$ cat config.mk
export PLATFORM = sky130hd
export DESIGN_NAME = xif_copro_top
export DESIGN_NICKNAME = d
export VERILOG_FILES = /design/src/design/xif_pkg.sv /design/src/design/xif_commit_hold.sv /design/src/design/xif_copro_top.sv /design/src/design/xif_exec_unit.sv /design/src/design/xif_fifo.sv /design/src/design/xif_issue_decode.sv
export SDC_FILE = /design/constraint.sdc
export NUM_CORES = 2
export LEC_CHECK = 0
export BUFFER_PORTS_ARGS = -buffer_cell sky130_fd_sc_hd__clkbuf_2
export CORE_ASPECT_RATIO = 0.6
export CORE_MARGIN = 3
export CORE_UTILIZATION = 56
export DETAILED_ROUTE_END_ITERATION = 10
export HOLD_SLACK_MARGIN = 0.1
export PLACE_DENSITY = 0.76
export SKIP_CTS_REPAIR_TIMING = 1
export SYNTH_ARGS = -nofsm -noshare
export SYNTH_HDL_FRONTEND = slang
export SYNTH_HIERARCHICAL = 1
export SYNTH_SLANG_ARGS = --single-unit
export TNS_END_PERCENT = 20
$ cat constraint.sdc
create_clock -name clk -period 7.7 [get_ports clk]
set_input_delay 1.155 -clock clk [delete_from_list [all_inputs] [get_ports clk]]
set_output_delay 1.155 -clock clk [all_outputs]
set_load 0.1 [all_outputs]
$ cat src/design/xif_pkg.sv
/*
 * Shared constants, operation encoding and channel structs for the
 * extension-interface coprocessor. Import it wherever these types are needed.
 */

`default_nettype none

package xif_pkg;

   // --------------------
   // Sizes
   // --------------------
   localparam int XLEN         = 32;
   localparam int X_ID_WIDTH   = 3;
   localparam int X_NUM_RS     = 2;
   localparam int NUM_IDS      = 1 << X_ID_WIDTH;
   localparam int MAX_INFLIGHT = 8;

   // Wide enough to hold MAX_INFLIGHT itself
   localparam int INFLIGHT_CNT_W = $clog2(MAX_INFLIGHT + 1);

   // FIFO depths behind the commit stage
   localparam int PEND_FIFO_DEPTH = 8;
   localparam int RES_FIFO_DEPTH  = 2;

   // --------------------
   // Encodings
   // --------------------
   localparam logic [6:0] OPC_CUSTOM0  = 7'h0B;
   localparam logic [6:0] FUNCT7_ZERO  = 7'h00;
   localparam logic [5:0] EXC_OVERFLOW = 6'd2;

   // funct3 values 0..3 map straight onto the operation
   typedef enum logic [1:0] {
      OP_ADD    = 2'd0,
      OP_XOR    = 2'd1,
      OP_ROTL   = 2'd2,
      OP_ADDCHK = 2'd3
   } xif_op_e;

   // --------------------
   // Channel structs
   // --------------------
   typedef struct packed {
      logic [31:0]                          instr;
      logic [1:0]                           mode;
      logic [X_ID_WIDTH-1:0]                id;
      logic [X_NUM_RS-1:0][XLEN-1:0]        rs;
      logic [X_NUM_RS-1:0]                  rs_valid;
   } issue_req_t;

   typedef struct packed {
      logic accept;
      logic writeback;
      logic dualread;
      logic loadstore;
      logic exc;
   } issue_resp_t;

   typedef struct packed {
      logic [X_ID_WIDTH-1:0] id;
      logic                  kill;
   } commit_t;

   // Accepted instruction as it travels down the pipeline
   typedef struct packed {
      logic [X_ID_WIDTH-1:0] id;
      logic [4:0]            rd;
      xif_op_e               op;
      logic [XLEN-1:0]       rs0;
      logic [XLEN-1:0]       rs1;
   } uop_t;

   typedef struct packed {
      logic [X_ID_WIDTH-1:0] id;
      logic [4:0]            rd;
      logic [XLEN-1:0]       data;
      logic                  we;
      logic                  exc;
      logic [5:0]            exccode;
   } result_t;

endpackage

`default_nettype wire

$ cat src/design/xif_commit_hold.sv
/*
 * Commit stage. Parks accepted instructions by id until the core commits or
 * kills them; committed ones leave in commit order towards execution.
 */

`timescale 1ns/10ps
`default_nettype none

module xif_commit_hold (
   input  wire logic                        clk,
   input  wire logic                        reset_n,
   input  wire logic                        uop_valid_i,
   input  wire xif_pkg::uop_t               uop_i,
   input  wire logic                        commit_valid_i,
   input  wire xif_pkg::commit_t            commit_i,
   output logic [xif_pkg::NUM_IDS-1:0]      id_busy_o,
   output logic                             kill_o,
   output logic                             out_valid_o,
   output xif_pkg::uop_t                    out_o,
   input  wire logic                        out_ready_i
);

   import xif_pkg::*;

   logic [NUM_IDS-1:0]    occupied_q;
   logic [NUM_IDS-1:0]    committed_q;
   uop_t                  uop_q [NUM_IDS];

   logic [X_ID_WIDTH-1:0] rq_id_q [NUM_IDS];
   logic [X_ID_WIDTH-1:0] rq_head_q;
   logic [X_ID_WIDTH-1:0] rq_tail_q;
   logic [X_ID_WIDTH:0]   rq_count_q;
   logic [X_ID_WIDTH-1:0] head_id;

   logic                  cmt_hit;
   logic                  cmt_push;
   logic                  rq_pop;

   // --------------------
   // Commit match
   // --------------------
   // An entry written this cycle counts too, so a same-cycle commit is kept.
   // Commits for rejected ids find no entry and are ignored
   assign cmt_hit = commit_valid_i &&
                    ((occupied_q[commit_i.id] && !committed_q[commit_i.id]) ||
                     (uop_valid_i && (uop_i.id == commit_i.id)));

   assign kill_o   = cmt_hit && commit_i.kill;
   assign cmt_push = cmt_hit && !commit_i.kill;

   assign id_busy_o = occupied_q;

   // --------------------
   // Release queue output
   // --------------------
   assign head_id     = rq_id_q[rq_head_q];
   assign out_valid_o = (rq_count_q != '0);
   assign out_o       = uop_q[head_id];
   assign rq_pop      = out_valid_o && out_ready_i;

   // Entry flags
   always_ff @(posedge clk or negedge reset_n) begin
      if (!reset_n) begin
         occupied_q  <= '0;
         committed_q <= '0;
      end else begin
         if (uop_valid_i) begin
            occupied_q[uop_i.id]  <= 1'b1;
            committed_q[uop_i.id] <= 1'b0;
         end
         if (cmt_hit) begin
            if (commit_i.kill) begin
               occupied_q[commit_i.id]  <= 1'b0;
               committed_q[commit_i.id] <= 1'b0;
            end else begin
               committed_q[commit_i.id] <= 1'b1;
            end
         end
         // Slot is free once the uop moves on
         if (rq_pop) begin
            occupied_q[head_id]  <= 1'b0;
            committed_q[head_id] <= 1'b0;
         end
      end
   end

   always_ff @(posedge clk) begin
      if (uop_valid_i) begin
         uop_q[uop_i.id] <= uop_i;
      end
      if (cmt_push) begin
         rq_id_q[rq_tail_q] <= commit_i.id;
      end
   end

   // Queue never overflows, at most NUM_IDS entries can be committed
   always_ff @(posedge clk or negedge reset_n) begin
      if (!reset_n) begin
         rq_head_q  <= '0;
         rq_tail_q  <= '0;
         rq_count_q <= '0;
      end else begin
         if (cmt_push) begin
            rq_tail_q <= rq_tail_q + 1'b1;
         end
         if (rq_pop) begin
            rq_head_q <= rq_head_q + 1'b1;
         end
         case ({cmt_push, rq_pop})
            2'b10:   rq_count_q <= rq_count_q + 1'b1;
            2'b01:   rq_count_q <= rq_count_q - 1'b1;
            default: rq_count_q <= rq_count_q;
         endcase
      end
   end

endmodule

`default_nettype wire

$ cat src/design/xif_copro_top.sv
/*
 * Coprocessor top level. Chains issue decode, commit hold, pending FIFO,
 * execute stage and result FIFO behind the issue/commit/result channels.
 */

`timescale 1ns/10ps
`default_nettype none

module xif_copro_top (
   input  wire logic                 clk,
   input  wire logic                 reset_n,
   // Issue channel
   input  wire logic                 issue_valid_i,
   input  wire xif_pkg::issue_req_t  issue_req_i,
   output logic                      issue_ready_o,
   output xif_pkg::issue_resp_t      issue_resp_o,
   // Commit channel
   input  wire logic                 commit_valid_i,
   input  wire xif_pkg::commit_t     commit_i,
   // Result channel
   output logic                      result_valid_o,
   output xif_pkg::result_t          result_o,
   input  wire logic                 result_ready_i
);

   import xif_pkg::*;

   logic               dec_valid;
   uop_t               dec_uop;
   logic [NUM_IDS-1:0] id_busy;
   logic               kill;
   logic [1:0]         retire;

   logic               hold_valid;
   uop_t               hold_uop;
   logic               hold_ready;

   logic               pend_valid;
   uop_t               pend_uop;
   logic               pend_ready;

   logic               exe_valid;
   result_t            exe_result;
   logic               exe_ready;

   // Bit 0 result read, bit 1 kill
   assign retire = {kill, result_valid_o && result_ready_i};

   xif_issue_decode u_decode (
      .clk           (clk),
      .reset_n       (reset_n),
      .issue_valid_i (issue_valid_i),
      .issue_req_i   (issue_req_i),
      .issue_ready_o (issue_ready_o),
      .issue_resp_o  (issue_resp_o),
      .id_busy_i     (id_busy),
      .retire_i      (retire),
      .uop_valid_o   (dec_valid),
      .uop_o         (dec_uop)
   );

   xif_commit_hold u_hold (
      .clk            (clk),
      .reset_n        (reset_n),
      .uop_valid_i    (dec_valid),
      .uop_i          (dec_uop),
      .commit_valid_i (commit_valid_i),
      .commit_i       (commit_i),
      .id_busy_o      (id_busy),
      .kill_o         (kill),
      .out_valid_o    (hold_valid),
      .out_o          (hold_uop),
      .out_ready_i    (hold_ready)
   );

   xif_fifo #(.DEPTH(PEND_FIFO_DEPTH), .payload_t(uop_t)) u_pend_fifo (
      .clk         (clk),
      .reset_n     (reset_n),
      .in_valid_i  (hold_valid),
      .in_data_i   (hold_uop),
      .in_ready_o  (hold_ready),
      .out_valid_o (pend_valid),
      .out_data_o  (pend_uop),
      .out_ready_i (pend_ready)
   );

   xif_exec_unit u_exec (
      .clk          (clk),
      .reset_n      (reset_n),
      .in_valid_i   (pend_valid),
      .in_uop_i     (pend_uop),
      .in_ready_o   (pend_ready),
      .out_valid_o  (exe_valid),
      .out_result_o (exe_result),
      .out_ready_i  (exe_ready)
   );

   xif_fifo #(.DEPTH(RES_FIFO_DEPTH), .payload_t(result_t)) u_res_fifo (
      .clk         (clk),
      .reset_n     (reset_n),
      .in_valid_i  (exe_valid),
      .in_data_i   (exe_result),
      .in_ready_o  (exe_ready),
      .out_valid_o (result_valid_o),
      .out_data_o  (result_o),
      .out_ready_i (result_ready_i)
   );

endmodule

`default_nettype wire

$ cat src/design/xif_exec_unit.sv
/*
 * Execute stage. One register stage computing add, xor, rotate-left or
 * checked add; the result is held while the downstream side stalls.
 */

`timescale 1ns/10ps
`default_nettype none

module xif_exec_unit (
   input  wire logic          clk,
   input  wire logic          reset_n,
   input  wire logic          in_valid_i,
   input  wire xif_pkg::uop_t in_uop_i,
   output logic               in_ready_o,
   output logic               out_valid_o,
   output xif_pkg::result_t   out_result_o,
   input  wire logic          out_ready_i
);

   import xif_pkg::*;

   logic [XLEN-1:0]   sum;
   logic [2*XLEN-1:0] rot_wide;
   logic              overflow;
   result_t           res_d;
   result_t           res_q;
   logic              valid_q;

   // --------------------
   // Datapath
   // --------------------
   assign sum = in_uop_i.rs0 + in_uop_i.rs1;

   // Signed overflow: same operand signs, different result sign
   assign overflow = (in_uop_i.rs0[XLEN-1] == in_uop_i.rs1[XLEN-1]) &&
                     (sum[XLEN-1] != in_uop_i.rs0[XLEN-1]);

   // Rotate via a doubled word; upper half holds the rotated value
   assign rot_wide = {in_uop_i.rs0, in_uop_i.rs0} << in_uop_i.rs1[4:0];

   always_comb begin
      res_d    = '0;
      res_d.id = in_uop_i.id;
      res_d.rd = in_uop_i.rd;
      res_d.we = 1'b1;
      case (in_uop_i.op)
         OP_ADD:  res_d.data = sum;
         OP_XOR:  res_d.data = in_uop_i.rs0 ^ in_uop_i.rs1;
         OP_ROTL: res_d.data = rot_wide[2*XLEN-1:XLEN];
         default: begin
            if (overflow) begin
               res_d.exc     = 1'b1;
               res_d.exccode = EXC_OVERFLOW;
               res_d.we      = 1'b0;
            end else begin
               res_d.data = sum;
            end
         end
      endcase
   end

   // --------------------
   // Output register
   // --------------------
   assign in_ready_o   = !valid_q || out_ready_i;
   assign out_valid_o  = valid_q;
   assign out_result_o = res_q;

   always_ff @(posedge clk or negedge reset_n) begin
      if (!reset_n) begin
         valid_q <= 1'b0;
      end else if (in_ready_o) begin
         valid_q <= in_valid_i;
      end
   end

   always_ff @(posedge clk) begin
      if (in_valid_i && in_ready_o) begin
         res_q <= res_d;
      end
   end

endmodule

`default_nettype wire

$ cat src/design/xif_fifo.sv
/*
 * Synchronous FIFO with valid/ready on both sides and a generic payload.
 * The head appears on the output in the cycle after it is written.
 */

`timescale 1ns/10ps
`default_nettype none

module xif_fifo #(
   parameter int  DEPTH     = 2,
   parameter type payload_t = logic
) (
   input  wire logic     clk,
   input  wire logic     reset_n,
   input  wire logic     in_valid_i,
   input  wire payload_t in_data_i,
   output logic          in_ready_o,
   output logic          out_valid_o,
   output payload_t      out_data_o,
   input  wire logic     out_ready_i
);

   localparam int PTR_W = (DEPTH > 1) ? $clog2(DEPTH) : 1;
   localparam int CNT_W = $clog2(DEPTH + 1);

   payload_t         mem_q [DEPTH];
   logic [PTR_W-1:0] wr_ptr_q;
   logic [PTR_W-1:0] rd_ptr_q;
   logic [CNT_W-1:0] count_q;
   logic             do_wr;
   logic             do_rd;

   assign in_ready_o  = (count_q != CNT_W'(DEPTH));
   assign out_valid_o = (count_q != '0);
   assign out_data_o  = mem_q[rd_ptr_q];

   assign do_wr = in_valid_i && in_ready_o;
   assign do_rd = out_valid_o && out_ready_i;

   // Storage
   always_ff @(posedge clk) begin
      if (do_wr) begin
         mem_q[wr_ptr_q] <= in_data_i;
      end
   end

   // --------------------
   // Pointers and count
   // --------------------
   always_ff @(posedge clk or negedge reset_n) begin
      if (!reset_n) begin
         wr_ptr_q <= '0;
         rd_ptr_q <= '0;
         count_q  <= '0;
      end else begin
         if (do_wr) begin
            // Wrap explicitly, depth need not be a power of two
            wr_ptr_q <= (wr_ptr_q == PTR_W'(DEPTH - 1)) ? '0 : wr_ptr_q + 1'b1;
         end
         if (do_rd) begin
            rd_ptr_q <= (rd_ptr_q == PTR_W'(DEPTH - 1)) ? '0 : rd_ptr_q + 1'b1;
         end
         case ({do_wr, do_rd})
            2'b10:   count_q <= count_q + 1'b1;
            2'b01:   count_q <= count_q - 1'b1;
            default: count_q <= count_q;
         endcase
      end
   end

endmodule

`default_nettype wire

$ cat src/design/xif_issue_decode.sv
/*
 * Issue stage. Decides acceptance in the same cycle as the offer, builds the
 * issue response and tracks how many instructions are in flight.
 */

`timescale 1ns/10ps
`default_nettype none

module xif_issue_decode (
   input  wire logic                        clk,
   input  wire logic                        reset_n,
   input  wire logic                        issue_valid_i,
   input  wire xif_pkg::issue_req_t         issue_req_i,
   output logic                             issue_ready_o,
   output xif_pkg::issue_resp_t             issue_resp_o,
   input  wire logic [xif_pkg::NUM_IDS-1:0] id_busy_i,
   input  wire logic [1:0]                  retire_i,
   output logic                             uop_valid_o,
   output xif_pkg::uop_t                    uop_o
);

   import xif_pkg::*;

   logic [6:0]                opcode;
   logic [2:0]                funct3;
   logic [6:0]                funct7;
   logic                      accept;
   logic [INFLIGHT_CNT_W-1:0] inflight_q;
   logic                      inflight_full;

   // --------------------
   // Decode
   // --------------------
   assign opcode = issue_req_i.instr[6:0];
   assign funct3 = issue_req_i.instr[14:12];
   assign funct7 = issue_req_i.instr[31:25];

   // Only funct3 0..3 are defined, and both operands must be present
   assign accept = (opcode == OPC_CUSTOM0) &&
                   (funct7 == FUNCT7_ZERO) &&
                   !funct3[2] &&
                   (&issue_req_i.rs_valid);

   // Response is all zero on reject
   always_comb begin
      issue_resp_o           = '0;
      issue_resp_o.accept    = accept;
      issue_resp_o.writeback = accept;
   end

   assign inflight_full = (inflight_q == INFLIGHT_CNT_W'(MAX_INFLIGHT));

   // Hold off while full or while the offered id still has an entry
   assign issue_ready_o = !inflight_full && !id_busy_i[issue_req_i.id];

   // --------------------
   // Accepted transfer
   // --------------------
   assign uop_valid_o = issue_valid_i && issue_ready_o && accept;

   always_comb begin
      uop_o     = '0;
      uop_o.id  = issue_req_i.id;
      uop_o.rd  = issue_req_i.instr[11:7];
      uop_o.op  = xif_op_e'(funct3[1:0]);
      uop_o.rs0 = issue_req_i.rs[0];
      uop_o.rs1 = issue_req_i.rs[1];
   end

   // Inflight count rises on accept, falls on kill and on result read
   // (both retire bits may be set in one cycle)
   always_ff @(posedge clk or negedge reset_n) begin
      if (!reset_n) begin
         inflight_q <= '0;
      end else begin
         inflight_q <= inflight_q
                       + INFLIGHT_CNT_W'(uop_valid_o)
                       - INFLIGHT_CNT_W'(retire_i[0])
                       - INFLIGHT_CNT_W'(retire_i[1]);
      end
   end

endmodule

`default_nettype wire

Word-level counts from Yosys, hierarchy flattened. Memory sizes are Yosys's and may differ from the RTL's. Cells that the tools add are included.

Muxes and demuxes: 38. $lt $le $gt $ge: 6. Eq/ne operators: 17. Shifts and indexed selects: 1. Add/sub/neg operators: 16. Reductions and logical operators: 37. Bitwise logic cells: 11.

Operators by type and width (count): one-hot mux 32 bit (3 select lines) (1); 2-to-1 mux 8 bit (9); left shift 64 x 5 -> 64 bit (1); AND 8 bit (5); adder 32 bit (1); 2-to-1 mux 32 bit (1); XOR 32 bit (1); NOT 8 bit (3); logical AND 1 bit (19); 2-to-1 mux 1 bit (16); bitwise OR 8 bit (2); one-hot mux 4 bit (2 select lines) (2); adder 3 x 1 -> 3 bit (second input constant) (4); < comparator 3 x 4 -> 1 bit (second input constant) (3); binary-select mux 1 bit (select 3 bit) (3); demux 1 bit (select 3 bit) (3); >= comparator 3 x 1 -> 1 bit (second input constant) (3); adder 4 x 1 -> 4 bit (second input constant) (2); == test 2 x 1 -> 1 bit (second input constant) (4); == test 2 bit (second input constant) (4); nonzero test 2 bit (4); nonzero test 4 bit (2); subtractor 4 x 1 -> 4 bit (2); subtractor 4 x 1 -> 4 bit (second input constant) (2); 20 further kinds (29).

Memory bits (writable): 1304. Register bits after elaboration: 93. Output and inout port bits: 55. Bits of input ports: 112. Memories kept: 4.

Memory list: u_hold.uop_q (depth 8, bits a word 74, read ports 1, clocked after memory_dff 0, wr ports 1, RTL line xif_commit_hold.sv:27) `uop_t uop_q [NUM_IDS];`; u_pend_fifo.mem_q (depth 8, bits a word 74, read ports 1, clocked after memory_dff 0, wr ports 1, RTL line xif_fifo.sv:26) `payload_t mem_q [DEPTH];`; u_res_fifo.mem_q (depth 2, bits a word 48, read ports 1, clocked after memory_dff 0, wr ports 1, RTL line xif_fifo.sv:26); u_hold.rq_id_q (depth 8, bits a word 3, read ports 1, clocked after memory_dff 0, wr ports 1, RTL line xif_commit_hold.sv:29) `logic [X_ID_WIDTH-1:0] rq_id_q [NUM_IDS];`.

Logic depth before layout (Yosys ltp).
Depth after elaboration: 12. Mapped depth: 18.

By module. The synthesis kept the hierarchy.

By module, submodules not included: xif_commit_hold (times used 1, cells an instance 1311, area an instance 25404.4 sq um, sequential area each 19148.4 sq um); xif_fifo (u_pend_fifo) (times used 1, cells an instance 921, area an instance 22863.2 sq um, sequential area each 18027.3 sq um); xif_exec_unit (times used 1, cells an instance 559, area an instance 5288.8 sq um, sequential area each 1286.2 sq um); xif_fifo (u_res_fifo) (times used 1, cells an instance 166, area an instance 3704.8 sq um, sequential area each 2982.9 sq um); xif_issue_decode (times used 1, cells an instance 114, area an instance 963.4 sq um, sequential area each 100.1 sq um); xif_copro_top (times used 1, cells an instance 1, area an instance 6.3 sq um, sequential area each 0.0 sq um).

Worst setup path after synthesis. OpenSTA, ideal clock, no wires.

Path type: reg2reg. Start: register u_pend_fifo.count_q[3]. End: memory u_pend_fifo/mem_q[0][0] (netlist name) (enable). Clock period less this slack: 8.407 ns. Slack: -0.707 ns. Library setup time: 0.688 ns. Data arrival time: 7.719 ns. Path buffers: 0. Cell stages (with the launch flop): 4. Path through: dfrtp_1 -> or4b_1 -> nand2_2 -> nor4_1.

Cells in the longest elaborated chain, start to end: 4.

RTL lines: start, declared (RTL line xif_fifo.sv:29) `logic [CNT_W-1:0] count_q;`; start signal, assigned (RTL line xif_fifo.sv:64) `2'b10: count_q <= count_q + 1'b1;`; start signal, assigned (RTL line xif_fifo.sv:65) `2'b01: count_q <= count_q - 1'b1;`; start signal, assigned (RTL line xif_fifo.sv:66) `default: count_q <= count_q;`; != test 4 bit (RTL line xif_fifo.sv:33) `assign in_ready_o = (count_q != CNT_W'(DEPTH));`; via hold_ready (RTL line xif_copro_top.sv:36) `logic hold_ready;`; logical AND 1 bit (RTL line xif_fifo.sv:37) `assign do_wr = in_valid_i && in_ready_o;`; 2-to-1 mux 1 bit (RTL line xif_fifo.sv:42) `if (do_wr) begin`; 2-to-1 mux 1 bit (implied by the code) (RTL line xif_fifo.sv:43) `mem_q[wr_ptr_q] <= in_data_i;`; end, declared (RTL line xif_fifo.sv:26).

The timed path passes the listed nets, and every way through them passes these cells.

==> results.cfg <==
[setup_path]
cpLargestDelayFamily = compound AO/OA/AOI/OAI gates
cp_slowest_stage_delay_ns = 0.88
crit_top_cell = a21oi_1
cp_num_buf_inv = 2
end_kind = flip-flop
critPathMaxFanout = 40
cp.required_ns = 8.23
path_cells = buf_12, buf_4, mux4_2, mux2_2, ha_1, a21oi_1, o211ai_1, a41o_1, o211ai_2, and3_4, mux2i_1, a21oi_1, nand2_1, o31ai_1
crit_arrival_ns = 6.22
worstSetupPathType = flip-flop to flip-flop
worstSetupStartpointType = flip-flop
crit_slowest_cell = dfrtp_4

[logic_synthesis]
avgSynthCellArea_um2 = 19.0
synthTopCellsByArea = edfxtp_1, mux4_2, mux2_2, mux2i_1, dfrtp_1
synthCells = 3072
synth_area_um2 = 58200
ys_types = 76
ys_ff_latch = 1391
synth_top_cell_area_share = 0.694
async_reset_ff_frac = 0.0324
synth_edf_count = 1346
yosysTopAreaCell = edfxtp_1
synthFlopType = edfxtp_1
yosys_warnings = 6
ys_seq_area_frac = 0.713

[clocking]
clk_latency_ns = 0.74
clockBufferDepth = 3
cts_inserted_buffers = 117
htree_num_levels = 3
root_buffer = clkbuf_16
cts_tree = yes
cts.sinks = 1391
clk_pin_slew_ns = 0.07

[die]
die_h_um = 256
core_um2 = 102000
boundaryPins = 167
floorplan.initialDensity = 0.572
rows = 90
die_w_um = 422
dieArea_um2 = 108000

[timing]
setup_viol_count_final = 0
tightest_slew_ns = 1.29
fin_tns_setup_ns = 0
finalWorstSetupSlack_ns = 2.00
fin_crit_sh = 0.740
finalCriticalPeriod_ns = 5.70
relSlewSlack = 0.143
hold_viol = 0
drv_slew = 0
skew_ns = 0.0301
max_freq_mhz = 176
whs_ns = 0.440
rsz0062_at_grt = false

[cells_and_area]
fin_nets = 3322
areaGrowthSynthToFinish_pct = 9.42
layout_common_cells = edfxtp_1, mux2_2, mux4_2
fillers = 6858
layout_commonest_cell = edfxtp_1
fin_cells = 4638
drive_gt1_frac = 0.306

[global_route]
grt_use_total = 0.235
grt.met3_usage = 0.0545
use_met2 = 0.370
grt_max_degree = 179
grtUsageMet1 = 0.334
grt_pass1_vias = 29600
gr-total-overflow = 0
antenna_found_initial = 8
busiest_layer = met2
grt_pass1_wl_um = 189000

[drt]
wire_per_inst_um = 27.3
drt-total-wl_um = 127000
vias_per_cell = 6.22
vias = 28900
drt-pass1-iter-count = 5
ant_nets = 0
drtIter0Drc = 2791
drc = 0

[placement]
dp_slack_ns = 2.05
dp_hpwl_um = 76300
place_inst = 4419
place.gp.congestion = 0.900
port_buffers = 151

[flow_run]
maxCapViolations = 0

[run_status]
outcome = complete, no violations

[hold_path]
hp-class = flip-flop to flip-flop
[sequential cells by signal, indices dropped and copies added, names as in the netlist, 4 cells and up]
register / cells
u_hold/rq_id_q: 24
u_exec/out_result_o: 42
u_res_fifo/mem_q: 96
u_pend_fifo/count_q: 4
u_hold/id_busy_o: 8
u_hold/committed_q: 8
u_hold/rq_count_q: 4
u_hold/uop_q: 592
u_decode/inflight_q: 4
u_pend_fifo/mem_q: 592
[cell usage after synthesis (5+ instances only)]
master and n:
nand4_1 10, o22ai_1 94, nand2b_1 12, mux2_2 306
clkbuf_1 52, edfxtp_1 1346, mux2_1 6, mux4_2 187
a31oi_1 8, nand3_1 13, buf_8 5, nand2_1 85
buf_4 108, buf_2 35, o211ai_1 9, nor4_1 9
nor3b_1 5, buf_1 21, and2_1 6, ha_1 48
a221oi_2 72, nor2_1 52, buf_6 23, a21oi_1 47
inv_1 33, nor3_1 14, xnor2_1 26, a22oi_1 5
a21o_1 11, nor2b_1 9, mux2i_1 179, dfrtp_1 45
o21ai_0 73, mux2_4 10, nand3b_1 5, xor2_1 18
[worst register-to-register path, cell delays in order (launching register included)]
cell      delay, ns
dfrtp_4        0.88
buf_12         0.42
buf_4          0.42
mux4_2         0.54
mux2_2         0.43
ha_1           0.42
a21oi_1        0.19
o211ai_1       0.13
a41o_1         0.30
o211ai_2       0.17
and3_4         0.22
mux2i_1        0.13
a21oi_1        0.56
nand2_1        0.30
o31ai_1        0.37
[layer usage]
layer,vias to the layer above,part of all wire
li1,12600,-
met1,15000,0.42
met2,1115,0.48
met3,174,0.084
met4,8,0.022
met5,-,0.00043
[final timing paths]
kind                                                      from  depth (start not counted)  slack (ns)                             endpoint
max                        u_pend_fifo/rd_ptr_q[0]$_DFFE_PN0P_                         14        2.00    u_exec/out_result_o[29]$_DFFE_PP_
min in group asynchronous                              reset_n                          2        0.52     u_decode/inflight_q[2]$_DFF_PN0_
min reg2reg                  u_exec/out_result_o[10]$_DFFE_PP_                          0        0.44    u_res_fifo/mem_q[0][10]$_DFFE_PP_
max in group asynchronous                              reset_n                          2        6.62  u_pend_fifo/rd_ptr_q[1]$_DFFE_PN0P_
max reg2reg                u_pend_fifo/rd_ptr_q[0]$_DFFE_PN0P_                         14        2.00    u_exec/out_result_o[29]$_DFFE_PP_
min                          u_exec/out_result_o[10]$_DFFE_PP_                          0        0.44    u_res_fifo/mem_q[0][10]$_DFFE_PP_
[stage by stage]
step,cell area [um2],utilization
4_1_cts,63700,0.626
3_3_place_gp,59900,0.588
6_report,63700,0.626
5_1_grt,63700,0.626
3_5_place_dp,59900,0.588
2_1_floorplan,58300,-
[cell type report]
type                       instances  area [um2]  share of cell area
antenna                            5        12.5            0.000196
inverter                          33         124             0.00194
tap                             1380        1730              0.0271
sequential                      1391       41600               0.652
multi-input combinational       1410       15100               0.238
timing repair buffer             205        1320              0.0208
clock buffer                     135        3020              0.0473
clock inverter                    79         825              0.0129
[logic make-up (layout without fill, tap and decap cells)]
| kind of cell | count (synthesis) | count (layout) | share of synthesized area |
|---|---|---|---|
| simple gates | 249 | 249 | 0.0213 |
| xor+xnor | 44 | 44 | 0.00662 |
| buf+inv | 277 | 452 | 0.0295 |
| other cells | 2 | 13 | 0.000129 |
| flops | 1391 | 1391 | 0.713 |
| fa+ha+maj | 52 | 52 | 0.0117 |
| compound gates | 367 | 367 | 0.0505 |
| mux | 690 | 690 | 0.167 |
Power is left out: the tool's default activity adds up to more than one toggle a clock period on the data nets, which glitch-free logic cannot reach.
